[src/hdl/mp_params.svh]
// Fixed encodings of the MP instruction subset; codes left out here decode as illegal
// Queue depth must be at least 2

`ifndef MP_PARAMS_SVH
`define MP_PARAMS_SVH

// Datapath width
`define MP_XLEN 32

// Entries between issue and MALU
`define MP_QUEUE_DEPTH 4

// Subclass codes carried on issue_sclass
`define MP_SCLASS_EQU  4'b0000
`define MP_SCLASS_LTU  4'b0001
`define MP_SCLASS_GTU  4'b0010
`define MP_SCLASS_ADD3 4'b0100
`define MP_SCLASS_ADD2 4'b0101
`define MP_SCLASS_SUB3 4'b0110
`define MP_SCLASS_SUB2 4'b0111
`define MP_SCLASS_SLLI 4'b1000
`define MP_SCLASS_SLL  4'b1001
`define MP_SCLASS_SRLI 4'b1010
`define MP_SCLASS_SRL  4'b1011

// 4'b0011 and 4'b1100..4'b1111 are reserved (ACC1, ACC2, MAC and spare)

`endif

[src/hdl/mp_pkg.sv]
// Types shared by issue, queue and MALU
// Word width comes from MP_XLEN; a double word is always two words

`include "mp_params.svh"

package mp_pkg;

    // One register word
    typedef logic [`MP_XLEN-1:0] word_t;

    // Full MP result, written back as two beats
    typedef logic [2*`MP_XLEN-1:0] dword_t;

    // Coprocessor register index
    typedef logic [3:0] reg_idx_t;

    // Raw subclass field of the instruction
    typedef logic [3:0] sclass_t;

    // Internal operation after folding
    typedef enum logic [2:0] {
        OP_EQU, // Equal, chained by rs3[0]
        OP_LTU, // Unsigned below
        OP_GTU, // Unsigned above
        OP_ADD, // a + b + c
        OP_SUB, // a - b - c
        OP_SLL, // {b,a} << c[5:0]
        OP_SRL  // {b,a} >> c[5:0]
    } mp_op_t;

endpackage

[src/hdl/mp_issue.sv]
// One instruction in flight; a new issue_req is taken only once the stage is idle again
// Illegal subclasses are acknowledged and dropped with a one cycle issue_illegal pulse

`include "mp_params.svh"

module mp_issue
    import mp_pkg::*;
(
    input  logic     g_clk,
    input  logic     g_resetn,
    input  logic     issue_req,     // Request from the core
    input  word_t    issue_rs1,
    input  word_t    issue_rs2,
    input  word_t    issue_rs3,
    input  word_t    issue_imm,
    input  sclass_t  issue_sclass,
    input  reg_idx_t issue_rd,
    output logic     issue_ack,
    output logic     issue_illegal, // Pulse for an unknown subclass
    output logic     in_req,        // Towards the queue
    output mp_op_t   in_op,
    output word_t    in_a,
    output word_t    in_b,
    output word_t    in_c,
    output reg_idx_t in_rd,
    input  logic     in_ack
);

    typedef enum logic [1:0] {
        IDLE,
        SEND,         // in_req high, waiting for queue ack
        WAIT_ACK_LOW, // Queue closing its half of the handshake
        RELEASE       // Waiting for the core to drop req
    } issue_state_t;

    issue_state_t state;

    mp_op_t dec_op;    // Folded operation
    word_t  dec_c;     // Third operand or shift amount
    logic   dec_legal;

    // Fold immediate and two-operand forms onto the register forms
    always_comb begin
        dec_op    = OP_ADD;
        dec_c     = issue_rs3;
        dec_legal = 1'b1;
        case (issue_sclass)
            `MP_SCLASS_EQU:  dec_op = OP_EQU;
            `MP_SCLASS_LTU:  dec_op = OP_LTU;
            `MP_SCLASS_GTU:  dec_op = OP_GTU;
            `MP_SCLASS_ADD3: dec_op = OP_ADD;
            `MP_SCLASS_ADD2: begin
                dec_op = OP_ADD;
                dec_c  = '0; // No third addend
            end
            `MP_SCLASS_SUB3: dec_op = OP_SUB;
            `MP_SCLASS_SUB2: begin
                dec_op = OP_SUB;
                dec_c  = '0;
            end
            `MP_SCLASS_SLL:  dec_op = OP_SLL;
            `MP_SCLASS_SLLI: begin
                dec_op = OP_SLL;
                dec_c  = issue_imm; // Amount from the immediate
            end
            `MP_SCLASS_SRL:  dec_op = OP_SRL;
            `MP_SCLASS_SRLI: begin
                dec_op = OP_SRL;
                dec_c  = issue_imm;
            end
            default:         dec_legal = 1'b0;
        endcase
    end

    always_ff @(posedge g_clk) begin
        if (!g_resetn) begin
            state         <= IDLE;
            issue_ack     <= 1'b0;
            issue_illegal <= 1'b0;
            in_req        <= 1'b0;
        end else begin
            issue_illegal <= 1'b0;
            if (issue_ack && !issue_req) begin
                issue_ack <= 1'b0; // Core closed its handshake
            end
            case (state)
                IDLE: begin
                    if (issue_req) begin
                        issue_ack <= 1'b1;
                        if (dec_legal) begin
                            in_req <= 1'b1;
                            state  <= SEND;
                        end else begin
                            issue_illegal <= 1'b1; // Nothing sent on
                            state         <= RELEASE;
                        end
                    end
                end
                SEND: begin
                    if (in_ack) begin
                        in_req <= 1'b0;
                        state  <= WAIT_ACK_LOW;
                    end
                end
                WAIT_ACK_LOW: if (!in_ack) state <= RELEASE;
                RELEASE:      if (!issue_ack) state <= IDLE;
                default:      state <= IDLE;
            endcase
        end
    end

    // Decoded payload, held until the queue acks
    always_ff @(posedge g_clk) begin
        if (state == IDLE && issue_req && dec_legal) begin
            in_op <= dec_op;
            in_a  <= issue_rs1;
            in_b  <= issue_rs2;
            in_c  <= dec_c;
            in_rd <= issue_rd;
        end
    end

    // Queue must have closed the last transfer before a new one opens
    a_req_after_ack_low: assert property (
        @(posedge g_clk) disable iff (!g_resetn) $rose(in_req) |-> !in_ack);

endmodule

[src/hdl/mp_queue.sv]
// Circular buffer between issue and MALU with a four-phase handshake on both sides
// Depth from MP_QUEUE_DEPTH; entries leave in the order they came in

`include "mp_params.svh"

module mp_queue
    import mp_pkg::*;
(
    input  logic     g_clk,
    input  logic     g_resetn,
    input  logic     in_req,  // Producer side
    input  mp_op_t   in_op,
    input  word_t    in_a,
    input  word_t    in_b,
    input  word_t    in_c,
    input  reg_idx_t in_rd,
    output logic     in_ack,
    output logic     out_req, // Consumer side
    output mp_op_t   out_op,
    output word_t    out_a,
    output word_t    out_b,
    output word_t    out_c,
    output reg_idx_t out_rd,
    input  logic     out_ack
);

    localparam int DEPTH = `MP_QUEUE_DEPTH;
    localparam int PTR_W = $clog2(DEPTH);
    localparam int CNT_W = $clog2(DEPTH + 1);

    mp_op_t   op_mem [DEPTH];
    word_t    a_mem  [DEPTH];
    word_t    b_mem  [DEPTH];
    word_t    c_mem  [DEPTH];
    reg_idx_t rd_mem [DEPTH];

    logic [PTR_W-1:0] wr_ptr;
    logic [PTR_W-1:0] rd_ptr;
    logic [CNT_W-1:0] count;

    logic full;
    logic push; // One per input handshake
    logic pop;  // One per output handshake

    assign full = (count == CNT_W'(DEPTH));
    assign push = in_req && !in_ack && !full;
    assign pop  = out_req && out_ack;

    // Input phase tracker
    always_ff @(posedge g_clk) begin
        if (!g_resetn) begin
            in_ack <= 1'b0;
        end else if (push) begin
            in_ack <= 1'b1;
        end else if (!in_req) begin
            in_ack <= 1'b0; // Producer dropped req
        end
    end

    // Output phase tracker raising a new req only after ack is seen low
    always_ff @(posedge g_clk) begin
        if (!g_resetn) begin
            out_req <= 1'b0;
        end else if (pop) begin
            out_req <= 1'b0;
        end else if (!out_req && !out_ack && count != '0) begin
            out_req <= 1'b1;
        end
    end

    always_ff @(posedge g_clk) begin
        if (!g_resetn) begin
            wr_ptr <= '0;
            rd_ptr <= '0;
            count  <= '0;
        end else begin
            if (push) begin
                wr_ptr <= (wr_ptr == PTR_W'(DEPTH - 1)) ? '0 : wr_ptr + 1'b1;
            end
            if (pop) begin
                rd_ptr <= (rd_ptr == PTR_W'(DEPTH - 1)) ? '0 : rd_ptr + 1'b1;
            end
            count <= count + CNT_W'(push) - CNT_W'(pop);
        end
    end

    always_ff @(posedge g_clk) begin
        if (push) begin
            op_mem[wr_ptr] <= in_op;
            a_mem[wr_ptr]  <= in_a;
            b_mem[wr_ptr]  <= in_b;
            c_mem[wr_ptr]  <= in_c;
            rd_mem[wr_ptr] <= in_rd;
        end
    end

    // Head entry stays stable while out_req is up
    assign out_op = op_mem[rd_ptr];
    assign out_a  = a_mem[rd_ptr];
    assign out_b  = b_mem[rd_ptr];
    assign out_c  = c_mem[rd_ptr];
    assign out_rd = rd_mem[rd_ptr];

    // A push only lands on a free slot
    a_no_overflow: assert property (
        @(posedge g_clk) disable iff (!g_resetn) push |-> (wr_ptr != rd_ptr || count == '0));

    // A pop only takes a filled slot
    a_no_pop_empty: assert property (
        @(posedge g_clk) disable iff (!g_resetn) pop |-> (wr_ptr != rd_ptr || full));

endmodule

[src/hdl/mp_malu.sv]
// Two writeback beats per instruction, high word first; register file always accepts
// Result is taken when out_req is accepted, operands need not hold after that

module mp_malu
    import mp_pkg::*;
(
    input  logic       g_clk,
    input  logic       g_resetn,
    input  logic       out_req,  // From the queue
    input  mp_op_t     out_op,
    input  word_t      out_a,
    input  word_t      out_b,
    input  word_t      out_c,
    input  reg_idx_t   out_rd,
    output logic       out_ack,
    output logic [3:0] wb_ben,   // All ones on a beat
    output logic       wb_hi,    // Beat carries the upper word
    output reg_idx_t   wb_rd,
    output word_t      wb_wdata
);

    typedef enum logic [1:0] {
        IDLE,
        BEAT_HI,
        BEAT_LO,
        WAIT_REQ_LOW
    } malu_state_t;

    // One bit wider than a double word, top bit is the borrow
    typedef logic [$bits(dword_t):0] sum_t;

    malu_state_t state;

    word_t  pre_c;      // Third operand, zero for compares
    dword_t pre_sum;    // b + c
    logic   sub;
    sum_t   add_lhs;
    sum_t   add_rhs;
    sum_t   add_res;
    logic   is_lt;      // a below b
    logic   is_eq;
    dword_t shf_in;
    dword_t shf_out;
    dword_t alu_result;
    dword_t result_q;   // Latched at accept

    function automatic dword_t bit_rev(input dword_t x);
        dword_t r;
        for (int i = 0; i < $bits(dword_t); i++) begin
            r[i] = x[$bits(dword_t)-1-i];
        end
        return r;
    endfunction

    // Shared adder, subtract for OP_SUB and all compares
    assign pre_c   = (out_op == OP_ADD || out_op == OP_SUB) ? out_c : '0;
    assign pre_sum = dword_t'(out_b) + dword_t'(pre_c);
    assign sub     = (out_op != OP_ADD);
    assign add_lhs = sum_t'(out_a);
    assign add_rhs = sub ? ~sum_t'(pre_sum) : sum_t'(pre_sum);
    assign add_res = add_lhs + add_rhs + sum_t'(sub);

    assign is_lt = add_res[$bits(dword_t)];      // Negative difference
    assign is_eq = (add_res[$bits(dword_t)-1:0] == '0);

    // Single right funnel shifter, left shift done by bit reversal
    assign shf_in  = (out_op == OP_SLL) ? bit_rev({out_b, out_a}) : {out_b, out_a};
    assign shf_out = shf_in >> out_c[5:0];

    always_comb begin
        case (out_op)
            OP_EQU:  alu_result = dword_t'(is_eq && out_c[0]);
            OP_LTU:  alu_result = dword_t'(is_lt || (is_eq && out_c[0]));
            OP_GTU:  alu_result = dword_t'((!is_lt && !is_eq) || (is_eq && out_c[0]));
            OP_SLL:  alu_result = bit_rev(shf_out);
            OP_SRL:  alu_result = shf_out;
            default: alu_result = add_res[$bits(dword_t)-1:0]; // ADD and SUB
        endcase
    end

    always_ff @(posedge g_clk) begin
        if (!g_resetn) begin
            state   <= IDLE;
            out_ack <= 1'b0;
            wb_ben  <= 4'b0000;
            wb_hi   <= 1'b0;
        end else begin
            wb_ben <= 4'b0000; // Beats last one cycle
            wb_hi  <= 1'b0;
            case (state)
                IDLE: begin
                    if (out_req) begin
                        out_ack <= 1'b1;
                        state   <= BEAT_HI;
                    end
                end
                BEAT_HI: begin
                    wb_ben <= 4'b1111;
                    wb_hi  <= 1'b1;
                    state  <= BEAT_LO;
                end
                BEAT_LO: begin
                    wb_ben <= 4'b1111;
                    state  <= WAIT_REQ_LOW;
                end
                WAIT_REQ_LOW: begin
                    if (!out_req) begin
                        out_ack <= 1'b0; // Close queue handshake
                        state   <= IDLE;
                    end
                end
                default: state <= IDLE;
            endcase
        end
    end

    // Payload, no reset needed
    always_ff @(posedge g_clk) begin
        if (state == IDLE && out_req) begin
            result_q <= alu_result;
            wb_rd    <= out_rd;
        end
        if (state == BEAT_HI) wb_wdata <= result_q[$bits(dword_t)-1:$bits(word_t)];
        if (state == BEAT_LO) wb_wdata <= result_q[$bits(word_t)-1:0];
    end

    // Upper beat is always followed directly by the lower one
    a_beat_pair: assert property (
        @(posedge g_clk) disable iff (!g_resetn)
        (wb_ben == 4'b1111 && wb_hi) |=> (wb_ben == 4'b1111 && !wb_hi));

endmodule

[src/hdl/mp_cop_top.sv]
// MP arithmetic slice: issue decode, instruction queue, MALU with two-beat writeback
// Writeback has no back-pressure; results leave in issue order

module mp_cop_top
    import mp_pkg::*;
(
    input  logic       g_clk,
    input  logic       g_resetn,
    input  logic       issue_req,
    input  word_t      issue_rs1,
    input  word_t      issue_rs2,
    input  word_t      issue_rs3,
    input  word_t      issue_imm,
    input  sclass_t    issue_sclass,
    input  reg_idx_t   issue_rd,
    output logic       issue_ack,
    output logic       issue_illegal,
    output logic [3:0] wb_ben,
    output logic       wb_hi,
    output reg_idx_t   wb_rd,
    output word_t      wb_wdata
);

    // Issue to queue
    logic     in_req;
    logic     in_ack;
    mp_op_t   in_op;
    word_t    in_a;
    word_t    in_b;
    word_t    in_c;
    reg_idx_t in_rd;

    // Queue to MALU
    logic     out_req;
    logic     out_ack;
    mp_op_t   out_op;
    word_t    out_a;
    word_t    out_b;
    word_t    out_c;
    reg_idx_t out_rd;

    mp_issue u_issue (
        .g_clk, .g_resetn,
        .issue_req, .issue_rs1, .issue_rs2, .issue_rs3, .issue_imm,
        .issue_sclass, .issue_rd, .issue_ack, .issue_illegal,
        .in_req, .in_op, .in_a, .in_b, .in_c, .in_rd, .in_ack
    );

    mp_queue u_queue (
        .g_clk, .g_resetn,
        .in_req, .in_op, .in_a, .in_b, .in_c, .in_rd, .in_ack,
        .out_req, .out_op, .out_a, .out_b, .out_c, .out_rd, .out_ack
    );

    mp_malu u_malu (
        .g_clk, .g_resetn,
        .out_req, .out_op, .out_a, .out_b, .out_c, .out_rd, .out_ack,
        .wb_ben, .wb_hi, .wb_rd, .wb_wdata
    );

endmodule

[config.mk]
export PLATFORM = sky130hd
export DESIGN_NAME = mp_cop_top
export DESIGN_NICKNAME = d
export VERILOG_FILES = /design/src/hdl/mp_pkg.sv /design/src/hdl/mp_issue.sv /design/src/hdl/mp_queue.sv /design/src/hdl/mp_malu.sv /design/src/hdl/mp_cop_top.sv
export VERILOG_INCLUDE_DIRS = /design/src /design/src/hdl
export SDC_FILE = /design/constraint.sdc
export NUM_CORES = 1
export LEC_CHECK = 0
export BUFFER_PORTS_ARGS = -buffer_cell sky130_fd_sc_hd__buf_2
export CAP_MARGIN = 10
export CORE_MARGIN = 2
export CORE_UTILIZATION = 50
export CTS_CLUSTER_DIAMETER = 120
export DETAILED_ROUTE_END_ITERATION = 12
export PLACE_DENSITY = 0.75
export RECOVER_POWER = 50
export SKIP_LAST_GASP = 1
export SLEW_MARGIN = 0
export SYNTH_ARGS = -nofsm -noshare
export SYNTH_HDL_FRONTEND = slang
export SYNTH_SLANG_ARGS = --single-unit
[constraint.sdc]
create_clock -name g_clk -period 8.5 [get_ports g_clk]
set_clock_uncertainty 0.15 [all_clocks]
set_input_delay 0.85 -clock g_clk [delete_from_list [all_inputs] [get_ports g_clk]]
set_output_delay 0.85 -clock g_clk [all_outputs]
set_load 0.005 [all_outputs]
==> impl_metrics.yaml <==
run:
  drv_cap: 3
yosys:
  synth-simple-area-share_pct: 5.82
  yosys-top-cells-area: "edfxtp_1 57%, mux2i_1 9.2%, mux4_2 7.3%"
  synth_async_sr_flop_share_pct: 0
  synth-edff-count: 615
  synth_compound_area_share_pct: 9.05
  synth-seq-area-share_pct: 58.7
  yosysMostFrequentCell: "edfxtp_1"
  netlist_top_cells_count: "615 x edfxtp_1, 295 x mux2i_1, 108 x nand2_1, 104 x mux4_2"
  netlist_area_sq_um: 32200
  synthesis.nets: 2456
  yosysTopAreaCellShare_pct: 57.3
  yosys_warnings: 0
  synth_top_family_by_area: "multiplexers"
  synthAdderAreaFrac_pct: 3.57
  synth_xor_area_share_pct: 2.53
  syn_avg_cell_area_sq_um: 14.5
  synth_cell_type_count: 74
  synth_ff_type: "edfxtp_1"
  synth_seq_cells: 636
  synthCells: 2227
  synth_mux_area_share_pct: 18.3
  synth_largest_area_cell: "edfxtp_1"
place:
  placed_area_sq_um: 34300
  finalWeightedCongestion: 0.972
  port_buffers: 181
  dp_hpwl_um: 64800
  post-place-ws_ns: 0.496
sta:
  finalMaxSlewViolations: 106
  hold_violations: 0
  slew_headroom_pct: -42.1
  timing.fmax_mhz: 125
  fin_crit_sh_pct: 94.0
  period_needed_ns: 7.99
  setup_viol: 0
  tns_ns: 0
  grt_setup_unrepaired: "false"
  finalWorstSetupSlack_ns: 0.506
  worst_pin_slew_ns: 2.13
pwr:
  powerDensity_nw_per_um2: 335
  ir_drop_v: 0.000179
  leakagePower_nw: 13.4
global_routing:
  grt_use_met3_pct: 4.06
  grt-busiest-layer: "met2"
  grt_max_degree: 86
  grt_pass1_wl_um: 129000
  antenna_found_initial: 0
  use_met1_pct: 34.8
  track_usage_pct: 26.1
  grt_pass1_vias: 20100
  met2_usage_pct: 43.1
  grt-ovfl-total: 0
die:
  die_h_um: 258
  ioPinCount: 182
  rows: 93
  die_w_um: 258
  core_sq_um: 64100
  die_area_sq_um: 66500
  initial_core_util_pct: 50.2
cts:
  clock_path_buffers: 3
  cts_max_level: 3
  cts.sinks: 636
  cts-buffers-inserted: 66
  cts-root-buf: "clkbuf_16"
  cts_tree: "yes"
  clkLatencyLatePin_ns: 0.61
  cts.clk_slew.worst_paths_ns: 0.06
cells_and_area:
  synthToLayoutAreaGrowth_pct: 12.9
  drive_gt1_share_pct: 19.9
  nFillCells: 4972
  seqCellArea_sq_um: 18900
  fin_area_sq_um: 36300
  multi_input_area_sq_um: 12700
  nNetsFinal: 2643
worst_setup_path:
  path_max_fanout: 42
  worst-r2r-cell-count: 27
  endpoint: "u_malu.result_q[0]"
  worstSetupEndpointType: "flip-flop"
  reg2reg_to: "u_malu.result_q[0]"
  critPathLaunchType: "flip-flop"
  r2r_slack_ns: 0.51
  path_class: "flip-flop to flip-flop"
  cp_data_required_time_ns: 8.70
  cp.arrival_ns: 8.20
  crit_path_top_delay_cell: "mux4_2"
  max_stage_delay_ns: 0.62
run_status:
  status: "complete, but fails checks"
  violations: "capacitance limit, slew limit"
routing:
  drc_errors: 0
  drt-pass1-iter-count: 7
  postRouteAntennaNets: 0
  vias_per_cell: 6.09
  drt_iter0_drc: 1774
  vias: 20200
  wl_um: 86700
  wl_per_cell_um: 26.1
worst_hold_path:
  worstHoldStart: "issue_rs1[3]"
  holdCritPathClass: "primary input to flip-flop"
[worst max-delay path, delay by kind of cell, from the launching register on]
family	cells	cell delay (ns)
XOR/XNOR	1	0.20
AO/OA/AOI/OAI	9	1.91
buffers and inverters	2	0.66
flip-flops	1	0.46
adder cells (fa/ha/maj)	2	0.73
AND/OR/NAND/NOR	11	2.62
multiplexers	2	0.88
[metrics by stage]
step / hold WS (ns) / power, mW / std cells / util [%]
floorplan: 0.281 / 7.35 / 2227 / -
global placement: 0.300 / 9.30 / 3200 / 53.4
detailed placement: 0.308 / 9.34 / 3200 / 53.4
CTS: 0.229 / 12.1 / 3316 / 56.7
global route: 0.235 / 12.7 / 3317 / 56.7
finish: 0.264 / 12.2 / 3318 / 56.7
[layout by cell type, fill, tap and decap left out, drive strengths merged, types with 32 or more instances in the layout]
master  synthesis  layout
a21o           32      32
a21oi          87      87
a22o           37      37
buf            60     217
clkbuf         67     111
edfxtp        615     615
ha             87      87
inv            37      46
mux2           53      53
mux2i         295     295
mux4          104     104
nand2         108     108
nor2           82      82
nor2b          53      53
o21ai          65      65
xnor2          86      86
[where the power goes]
group | switching (mW) | internal [mW] | total (mW)
registers | 0.160 | 4.04 | 4.20
logic | 3.33 | 1.87 | 5.20
clock network | 1.20 | 1.57 | 2.77
total | 4.69 | 7.48 | 12.2
[flip-flops by register name, indices dropped and copies added, names as in the netlist, 2 cells and up, named ones only]
signal / cells
u_queue.b_mem: 128
u_malu.result_q: 64
u_malu.state: 2
u_queue.count: 3
u_issue.in_a: 32
u_queue.a_mem: 128
u_queue.rd_mem: 16
u_queue.c_mem: 128
u_malu.wb_rd: 4
u_issue.in_c: 32
u_issue.in_b: 32
u_queue.rd_ptr: 2
u_issue.in_rd: 4
u_issue.in_op: 3
u_queue.wr_ptr: 2
u_malu.wb_wdata: 32
u_issue.state: 2
u_queue.op_mem: 12
[how the worst min path moves through the flow]
stage / to / slack (ns) / depth (start not counted)
6_report: u_issue.in_a[3] / 0.26 / 1
3_3_place_gp: u_queue.in_ack / 0.30 / 1
5_1_grt: u_issue.in_b[23] / 0.23 / 1
4_1_cts: u_issue.in_b[23] / 0.23 / 1
2_1_floorplan: u_queue.out_req / 0.28 / 1
3_5_place_dp: u_queue.in_ack / 0.31 / 1
[cell families after synthesis]
| kind of cell | Yosys count |
|---|---|
| and+or+nand+nor | 374 |
| DFF | 636 |
| buffers and inverters | 164 |
| muxes | 452 |
| AOI/OAI and AO/OA | 418 |
| adders and majority gates | 90 |
| xor gates and xnor gates | 93 |
[area by class of cell]
| cell class | instances | area share (%) |
|---|---|---|
| Multi-Input combinational cell | 1427 | 35.0 |
| Tap cell | 855 | 2.94 |
| Clock buffer | 82 | 4.77 |
| Antenna cell | 1 | 0.00688 |
| Sequential cell | 636 | 52.0 |
| Clock inverter | 34 | 0.981 |
| Inverter | 37 | 0.382 |
| Timing Repair Buffer | 246 | 3.89 |
[routing by layer]
metal	wire length [um]	part of all wire (%)
met1	36200	42
met4	3420	3.9
met5	0	0
met2	42400	49
met3	4710	5.4
[timing repair]
action | in CTS | in global routing
hold buffers | 0 | 0
setup endpoints to repair | 0 | 1
gates resized for setup | 0 | 10
buffers inserted | 0 | 1
Power figures use the tool's default switching activity.
